$ cat src/logic/uart_cmd_pkg.sv
package uart_cmd_pkg;

  // ------------------------------------------------------------------
  // bit timing
  // ------------------------------------------------------------------
  localparam int CLKS_PER_BIT = 16;
  localparam int HALF_BIT     = CLKS_PER_BIT / 2;  // mid-bit sample point.
  localparam int RESP_TIMEOUT = 64 * CLKS_PER_BIT;

  // ------------------------------------------------------------------
  // command fields
  // ------------------------------------------------------------------
  localparam int CMD_W  = 16;
  localparam int DATA_W = 8;
  localparam int RW_BIT = 15;  // set means write.

  typedef logic [CMD_W-1:0]                  cmd_word_t;
  typedef logic [DATA_W-1:0]                 data_byte_t;
  typedef logic [$clog2(CLKS_PER_BIT)-1:0]   baud_cnt_t;
  typedef logic [3:0]                        bit_idx_t;
  typedef logic [$clog2(RESP_TIMEOUT)-1:0]   tmo_cnt_t;

  // frame positions counted from the start bit at index 0.
  localparam bit_idx_t PAR_IDX  = 4'd9;
  localparam bit_idx_t STOP_IDX = 4'd10;

  typedef enum logic [2:0] {IDLE, SEND_LO, SEND_HI, WAIT_RESP, RECV, REPORT} seq_state_t;

endpackage

$ cat src/logic/serial_byte_if.sv
interface serial_byte_if import uart_cmd_pkg::*; ();

  // transmit side.
  data_byte_t tx_data;
  logic       tx_start;
  logic       tx_done;

  // receive side.
  logic       rx_arm;
  data_byte_t rx_data;
  logic       rx_valid;
  logic       rx_err;
  logic       rx_busy;

  modport seq (
    output tx_data, tx_start, rx_arm,
    input  tx_done, rx_data, rx_valid, rx_err, rx_busy
  );

  modport tx (
    input  tx_data, tx_start,
    output tx_done
  );

  modport rx (
    input  rx_arm,
    output rx_data, rx_valid, rx_err, rx_busy
  );

endinterface

$ cat src/logic/uart_tx_framer.sv
module uart_tx_framer import uart_cmd_pkg::*; (
  input  logic      clk,
  input  logic      rst_n,
  serial_byte_if.tx link,
  output logic      tx
);

  logic       busy;
  logic       bit_end;
  logic       can_start;
  logic       load;
  baud_cnt_t  baud_cnt;
  bit_idx_t   bit_idx;
  bit_idx_t   next_idx;
  data_byte_t shift_q;
  logic       parity_q;

  assign bit_end  = (baud_cnt == baud_cnt_t'(CLKS_PER_BIT - 1));
  assign next_idx = bit_idx + 1'b1;

  assign link.tx_done = busy && bit_end && (bit_idx == STOP_IDX);

  // the last stop cycle may already take the next byte.
  assign can_start = !busy || link.tx_done;
  assign load      = link.tx_start && can_start;

  // ------------------------------------------------------------------
  // bit sequencing
  // ------------------------------------------------------------------
  always_ff @(posedge clk or negedge rst_n)
  begin
    if (!rst_n)
    begin
      busy     <= 1'b0;
      baud_cnt <= '0;
      bit_idx  <= '0;
      tx       <= 1'b1;
    end
    else if (load)
    begin
      busy     <= 1'b1;
      baud_cnt <= '0;
      bit_idx  <= '0;
      tx       <= 1'b0;  // start bit.
    end
    else if (busy)
    begin
      if (bit_end)
      begin
        baud_cnt <= '0;
        bit_idx  <= next_idx;
        if (next_idx < PAR_IDX)
          tx <= shift_q[0];
        else if (next_idx == PAR_IDX)
          tx <= parity_q;
        else
          tx <= 1'b1;  // stop bit, then line idle.
        if (bit_idx == STOP_IDX)
          busy <= 1'b0;
      end
      else
        baud_cnt <= baud_cnt + 1'b1;
    end
  end

  // byte and parity registers. lsb leaves first.
  always_ff @(posedge clk)
  begin
    if (load)
    begin
      shift_q  <= link.tx_data;
      parity_q <= ~^link.tx_data;  // odd.
    end
    else if (busy && bit_end && (next_idx < PAR_IDX))
      shift_q <= shift_q >> 1;
  end

  a_idle_line_high: assert property (@(posedge clk) disable iff (!rst_n)
    !busy |-> tx);

  a_start_when_free: assert property (@(posedge clk) disable iff (!rst_n)
    link.tx_start |-> can_start);

endmodule

$ cat src/logic/uart_rx_deframer.sv
module uart_rx_deframer import uart_cmd_pkg::*; (
  input  logic      clk,
  input  logic      rst_n,
  serial_byte_if.rx link,
  input  logic      rx
);

  logic       rx_meta;
  logic       rx_sync;
  logic       rx_prev;
  logic       fall;
  logic       busy;
  logic       sample;
  baud_cnt_t  baud_cnt;
  baud_cnt_t  sample_pt;
  bit_idx_t   bit_idx;
  data_byte_t shift_q;
  logic       par_ok;
  logic       rx_valid_q;
  logic       rx_err_q;

  // ------------------------------------------------------------------
  // line synchronizer and start edge
  // ------------------------------------------------------------------
  always_ff @(posedge clk or negedge rst_n)
  begin
    if (!rst_n)
    begin
      rx_meta <= 1'b1;
      rx_sync <= 1'b1;
      rx_prev <= 1'b1;
    end
    else
    begin
      rx_meta <= rx;
      rx_sync <= rx_meta;
      rx_prev <= rx_sync;
    end
  end

  assign fall = rx_prev && !rx_sync;

  // start bit is checked at half a bit, the rest at full bit steps.
  assign sample_pt = (bit_idx == '0) ? baud_cnt_t'(HALF_BIT - 1)
                                     : baud_cnt_t'(CLKS_PER_BIT - 1);
  assign sample    = busy && (baud_cnt == sample_pt);

  // ------------------------------------------------------------------
  // frame control
  // ------------------------------------------------------------------
  always_ff @(posedge clk or negedge rst_n)
  begin
    if (!rst_n)
    begin
      busy       <= 1'b0;
      baud_cnt   <= '0;
      bit_idx    <= '0;
      rx_valid_q <= 1'b0;
    end
    else
    begin
      rx_valid_q <= 1'b0;
      if (!busy)
      begin
        if (link.rx_arm && fall)
        begin
          busy     <= 1'b1;
          baud_cnt <= '0;
          bit_idx  <= '0;
        end
      end
      else if (!link.rx_arm)
        busy <= 1'b0;
      else if (sample)
      begin
        baud_cnt <= '0;
        bit_idx  <= bit_idx + 1'b1;
        if ((bit_idx == '0) && rx_sync)
          busy <= 1'b0;  // glitch, not a start bit.
        else if (bit_idx == STOP_IDX)
        begin
          busy       <= 1'b0;
          rx_valid_q <= 1'b1;
        end
      end
      else
        baud_cnt <= baud_cnt + 1'b1;
    end
  end

  always_ff @(posedge clk)
  begin
    if (sample)
    begin
      if ((bit_idx != '0) && (bit_idx < PAR_IDX))
        shift_q <= {rx_sync, shift_q[DATA_W-1:1]};
      if (bit_idx == PAR_IDX)
        par_ok <= ^{shift_q, rx_sync};  // odd count of ones.
      if (bit_idx == STOP_IDX)
        rx_err_q <= !par_ok || !rx_sync;
    end
  end

  assign link.rx_data  = shift_q;
  assign link.rx_valid = rx_valid_q;
  assign link.rx_err   = rx_err_q;
  assign link.rx_busy  = busy;

  a_valid_single: assert property (@(posedge clk) disable iff (!rst_n)
    link.rx_valid |=> !link.rx_valid);

endmodule

$ cat src/logic/cmd_sequencer.sv
module cmd_sequencer import uart_cmd_pkg::*; (
  input  logic          clk,
  input  logic          rst_n,
  input  cmd_word_t     cmd_in,
  input  logic          cmd_vld,
  output logic          cmd_rdy,
  output data_byte_t    read_data,
  output logic          read_rdy,
  output logic          read_err,
  serial_byte_if.seq    link
);

  seq_state_t state;
  cmd_word_t  cmd_q;
  tmo_cnt_t   tmo_cnt;
  logic       start_lo;
  logic       rx_arm_q;
  logic       accept;
  logic       timeout_hit;
  logic       resp_done;

  assign accept      = cmd_vld && cmd_rdy;
  assign timeout_hit = (state == WAIT_RESP) && !link.rx_busy
                       && (tmo_cnt == tmo_cnt_t'(RESP_TIMEOUT - 1));
  assign resp_done   = (state == RECV) && link.rx_valid;

  // ------------------------------------------------------------------
  // byte ordering towards the framer
  // ------------------------------------------------------------------
  // high byte is handed over in the stop cycle of the low byte.
  assign link.tx_start = start_lo || ((state == SEND_LO) && link.tx_done);
  assign link.tx_data  = start_lo ? cmd_q[DATA_W-1:0] : cmd_q[CMD_W-1:DATA_W];
  assign link.rx_arm   = rx_arm_q;

  // ------------------------------------------------------------------
  // command FSM
  // ------------------------------------------------------------------
  always_ff @(posedge clk or negedge rst_n)
  begin
    if (!rst_n)
    begin
      state    <= IDLE;
      cmd_rdy  <= 1'b1;
      read_rdy <= 1'b0;
      start_lo <= 1'b0;
      rx_arm_q <= 1'b0;
      tmo_cnt  <= '0;
    end
    else
    begin
      start_lo <= 1'b0;
      read_rdy <= 1'b0;
      case (state)
        IDLE:
          if (accept)
          begin
            state    <= SEND_LO;
            cmd_rdy  <= 1'b0;
            start_lo <= 1'b1;
          end
        SEND_LO:
          if (link.tx_done)
            state <= SEND_HI;
        SEND_HI:
          if (link.tx_done)
          begin
            if (cmd_q[RW_BIT])
            begin
              state   <= IDLE;  // write done.
              cmd_rdy <= 1'b1;
            end
            else
            begin
              state    <= WAIT_RESP;
              rx_arm_q <= 1'b1;
              tmo_cnt  <= '0;
            end
          end
        WAIT_RESP:
          if (link.rx_busy)
            state <= RECV;
          else if (timeout_hit)
          begin
            state    <= REPORT;
            read_rdy <= 1'b1;
            rx_arm_q <= 1'b0;
          end
          else
            tmo_cnt <= tmo_cnt + 1'b1;
        RECV:
          if (resp_done)
          begin
            state    <= REPORT;
            read_rdy <= 1'b1;
            rx_arm_q <= 1'b0;
          end
          else if (!link.rx_busy)
            state <= WAIT_RESP;  // false start, keep waiting.
        REPORT:
        begin
          state   <= IDLE;
          cmd_rdy <= 1'b1;
        end
        default:
          state <= IDLE;
      endcase
    end
  end

  always_ff @(posedge clk)
  begin
    if (accept)
      cmd_q <= cmd_in;
    if (timeout_hit)
    begin
      read_data <= '0;
      read_err  <= 1'b1;
    end
    else if (resp_done)
    begin
      read_data <= link.rx_data;
      read_err  <= link.rx_err;
    end
  end

  a_rdy_exclusive: assert property (@(posedge clk) disable iff (!rst_n)
    !(cmd_rdy && read_rdy));

  a_arm_in_read: assert property (@(posedge clk) disable iff (!rst_n)
    link.rx_arm |-> (state inside {WAIT_RESP, RECV}));

endmodule

$ cat src/logic/uart_cmd_master.sv
module uart_cmd_master import uart_cmd_pkg::*; (
  input  logic       clk,
  input  logic       rst_n,
  input  cmd_word_t  cmd_in,
  input  logic       cmd_vld,
  output logic       cmd_rdy,
  input  logic       rx,
  output logic       tx,
  output data_byte_t read_data,
  output logic       read_rdy,
  output logic       read_err
);

  // byte transfers between the sequencer and both line engines.
  serial_byte_if link ();

  // ------------------------------------------------------------------
  // line engines
  // ------------------------------------------------------------------
  uart_tx_framer u_tx_framer (
    .clk   (clk),
    .rst_n (rst_n),
    .link  (link.tx),
    .tx    (tx)
  );

  uart_rx_deframer u_rx_deframer (
    .clk   (clk),
    .rst_n (rst_n),
    .link  (link.rx),
    .rx    (rx)
  );

  // ------------------------------------------------------------------
  // command control
  // ------------------------------------------------------------------
  cmd_sequencer u_cmd_sequencer (
    .clk       (clk),
    .rst_n     (rst_n),
    .cmd_in    (cmd_in),
    .cmd_vld   (cmd_vld),
    .cmd_rdy   (cmd_rdy),
    .read_data (read_data),
    .read_rdy  (read_rdy),
    .read_err  (read_err),
    .link      (link.seq)
  );

endmodule

$ cat config.mk
export PLATFORM = sky130hd
export DESIGN_NAME = uart_cmd_master
export DESIGN_NICKNAME = d
export VERILOG_FILES = /design/src/logic/uart_cmd_pkg.sv /design/src/logic/serial_byte_if.sv /design/src/logic/uart_tx_framer.sv /design/src/logic/uart_rx_deframer.sv /design/src/logic/cmd_sequencer.sv /design/src/logic/uart_cmd_master.sv
export SDC_FILE = /design/constraint.sdc
export NUM_CORES = 1
export LEC_CHECK = 0
export BUFFER_PORTS_ARGS = -buffer_cell sky130_fd_sc_hd__buf_2
export CORE_ASPECT_RATIO = 0.9
export CORE_MARGIN = 5
export CORE_UTILIZATION = 62
export CTS_BUF_LIST = sky130_fd_sc_hd__clkbuf_2
export DETAILED_ROUTE_END_ITERATION = 6
export PLACE_DENSITY = 0.93
export SETUP_SLACK_MARGIN = 0.2
export SLEW_MARGIN = 20
export SYNTH_ARGS = -nofsm -noshare
export SYNTH_HDL_FRONTEND = slang
export SYNTH_SLANG_ARGS = --single-unit
$ cat constraint.sdc
create_clock -name clk -period 2.81 [get_ports clk]
set_input_delay 0.1405 -clock clk [delete_from_list [all_inputs] [get_ports clk]]
set_output_delay 0.1405 -clock clk [all_outputs]
set_load 0.005 [all_outputs]
==> results.md <==
- Number of register bits inferred by synthesis: 84
- Sort of element at the start of the critical path: flip-flop
- WL/cell: 16.8 um
- Worst Setup Path Type: flip-flop to flip-flop
- Leak Pwr: 0.00191 uW
- Reg-to-reg startpoint: u_rx_deframer.bit_idx[0]
- Starting density of the core: 63.0%
- Width of the die: 95.8 um
- CTS sink cnt: 84
- Yosys top cell area share: 25.6%
- Number of CTS-inserted buffers: 9
- Clock Path Buffers: 2
- R2R depth: 8
- Vias in the first global route: 2,991
- Number of max-capacitance violations reported: 0
- GRT overflow: 0
- Clk pin slew, worst setup/hold paths: 220 ps
- Worst clock skew: about 18 ps
- Clock tree from TritonCTS: done
- Unrepaired setup endpoints after global routing: no
- Proportion of layout cells with a drive suffix above 1: 15.5%
- HPWL Detailed: 5360 um
- Power density over the cells: 444 nW/um^2
- Final GP Congestion: 0.899
- Post-synthesis instance area: 4110 sq um
- Library cell with the highest instance count after synthesis: sky130_fd_sc_hd__nor2_1
- Mapped Avg Cell Area: 11.0 sq um
- Setup TNS Final: 0 ps
- Synthesis-to-finish area growth: 12.7%
- DRT iter0 DRCs: around 280
- Global-route wire length before repair: 14,600 um
- Launching element of the worst setup path: u_rx_deframer.bit_idx[0]
- Final count of pins violating max slew: 0
- Result of the run: complete, but fails checks
- Overall fraction of global-route tracks in use: 22.7%
- Final wirelength: 8690 um
- Ranking of synthesized cells by instance count: sky130_fd_sc_hd__nor2_1, sky130_fd_sc_hd__dfrtp_1, sky130_fd_sc_hd__edfxtp_1
- Post-synthesis net count: roughly 400
- Post-detailed-route DRC marker count: 1
- Crit path time final: 2280 ps
- Post-route clock period utilization: between 80% and 90%
- Routed vias: 3,060
- Highest clock frequency the design can meet: 438 MHz
- Number of diodes: 0
- Synth area leaders: sky130_fd_sc_hd__edfxtp_1, sky130_fd_sc_hd__dfrtp_1, sky130_fd_sc_hd__mux2i_1
- Cell at the root of the clock tree: sky130_fd_sc_hd__clkbuf_2
- I/O pin count: 32
- Minimum setup slack among reg-to-reg paths: roughly 530 ps
- Worst setup EP type: flip-flop
- Average via count per standard cell: 5.92
- Distinct cell type count of the synthesized netlist: 59
- Number of enable-type register cells in the synthesized netlist: 35
- Die height: 87.2 um
- Later-pin clock latency in the skew report: 540 ps
- Fin Hold WS: 215 ps
- Arrival time reported for the critical path endpoint: 2560 ps
- Post-Route Utilization: 71.0%
- Destination of the worst register-to-register timing path: u_rx_deframer.link.rx_data[2]
- Synthesized netlist cell count: roughly 370
- CP Capture Point: u_rx_deframer.link.rx_data[2]
- Buffers inserted during post-CTS setup optimization: 0
- Synth async-reset ratio: 47.6%
- Library cell occupying the most area in the post-synthesis netlist: sky130_fd_sc_hd__edfxtp_1
- Worst min-delay path category: input port to flip-flop
- Initial antenna violation count: 0
- Largest voltage drop on the vdd net: 0.459 mV
- Placeable core area: 6520 sq um
- Antenna-violating nets left: 0
- Largest net degree at the start of global routing: 41
- Floorplan row count: 28
- Number of input and output port buffers inserted: 31
- Total setup violations reported at the end of the flow: 0
- Final-layout fill cell count: 451
- Worst slew pin tran: 886 ps
- Hold Violations, Final: 0
- Number of iterations in the first detailed-routing pass: 7
- Die ar.: 8350 sq um
- Warning count from the yosys run: 0
- Critical path fanouts, max: 8
- H-Tree Depth: 3
- Count of nets after finishing: 453
- Most common flop cell mapped by yosys: sky130_fd_sc_hd__edfxtp_1
- Portion of the post-synthesis area used by sequential elements: 54.5%
- Critical Path RT: 3090 ps
- Slew Limit Headroom: 40.9%
- Violated checks: design-rule violations
-- worst min-delay path by stage --
stage | startpoint | cells past startpoint | endpoint | slack, ps
floorplan | rst_n | 0 | u_cmd_sequencer.link.rx_arm | -160
global placement | rx | 1 | u_rx_deframer.rx_meta | 250
detailed placement | rx | 1 | u_rx_deframer.rx_meta | 250
CTS | rx | 2 | u_rx_deframer.rx_meta | 220
global route | rx | 2 | u_rx_deframer.rx_meta | 220
finish | rx | 2 | u_rx_deframer.rx_meta | 210
-- metrics by stage --
step	total power (uW)	instance area (sq um)	setup slack, ps	std cells
after global placement	1390	4320	679	482
after global routing	2130	4630	314	517
after CTS	2040	4630	538	517
after floorplan	1360	4110	611	373
final	2060	4630	527	517
after detailed placement	1400	4320	586	482
-- metal layers --
metal / track usage (%) / up-vias / part of all wire (%)
met2: 39.1 / 134 / 51
li1: - / 1435 / -
met5: 0 / - / 0
met4: 8.40 / 0 / 2.1
met3: 3.28 / 23 / 5.5
met1: 29.1 / 1468 / 41
-- power by group --
| part | switching [uW] | internal (uW) |
|---|---|---|
| clock | 443 | 212 |
| sequential | 12.6 | 1300 |
| combinational | 43.8 | 47.6 |
| total | 500 | 1560 |
-- registers in the layout, indices dropped and copies added (netlist names), 4 cells and up --
signal                      flops
u_cmd_sequencer.tmo_cnt        10
u_tx_framer.bit_idx             4
u_cmd_sequencer.read_data       8
u_rx_deframer.baud_cnt          4
u_tx_framer.shift_q             8
u_cmd_sequencer.cmd_q          16
u_rx_deframer.bit_idx           4
u_tx_framer.baud_cnt            4
u_rx_deframer.link.rx_data      8
-- logic make-up after synthesis --
group | share of synthesized area, %
compound gates | 11.8
mux | 5.42
fa+ha+maj | 3.35
buf+inv | 2.89
simple gates | 16.7
flops | 54.5
xor+xnor | 5.33
-- layout by cell type, fill, tap and decap left out, types with 9 or more instances in the layout --
master	instances
sky130_fd_sc_hd__edfxtp_1	35
sky130_fd_sc_hd__buf_2	31
sky130_fd_sc_hd__nor2_1	46
sky130_fd_sc_hd__clkbuf_2	9
sky130_fd_sc_hd__ha_1	11
sky130_fd_sc_hd__dfxtp_1	9
sky130_fd_sc_hd__mux2i_1	20
sky130_fd_sc_hd__a21oi_1	24
sky130_fd_sc_hd__dfrtp_1	35
sky130_fd_sc_hd__nand3_1	14
sky130_fd_sc_hd__inv_1	13
sky130_fd_sc_hd__nand2_1	29
sky130_fd_sc_hd__dlygate4sd3_1	19
sky130_fd_sc_hd__o21ai_0	14
sky130_fd_sc_hd__xnor2_1	17
-- worst max-delay path, stage by stage, from the launching register on --
cell	delay, ps
sky130_fd_sc_hd__dfrtp_1	510
sky130_fd_sc_hd__inv_1	170
sky130_fd_sc_hd__ha_1	230
sky130_fd_sc_hd__nand2b_4	70
sky130_fd_sc_hd__or3_4	340
sky130_fd_sc_hd__a21oi_2	280
sky130_fd_sc_hd__nand2_1	110
sky130_fd_sc_hd__nor2_1	130
sky130_fd_sc_hd__buf_4	180
-- cell type report --
cell class,instances,area [sq um],area share (%)
Multi-Input combinational cell,262,1750,37.8
Clock inverter,7,73.8,1.60
Tap cell,90,113,2.43
Inverter,13,48.8,1.05
Clock buffer,9,45.0,0.973
Timing Repair Buffer,52,360,7.79
Sequential cell,84,2240,48.4
-- repair_timing --
item                                   CTS  global route
endpoints found under the hold margin   54             0
gates resized for setup                  0             0
hold buffers                            19             0
(Power assumes the default switching activity.)
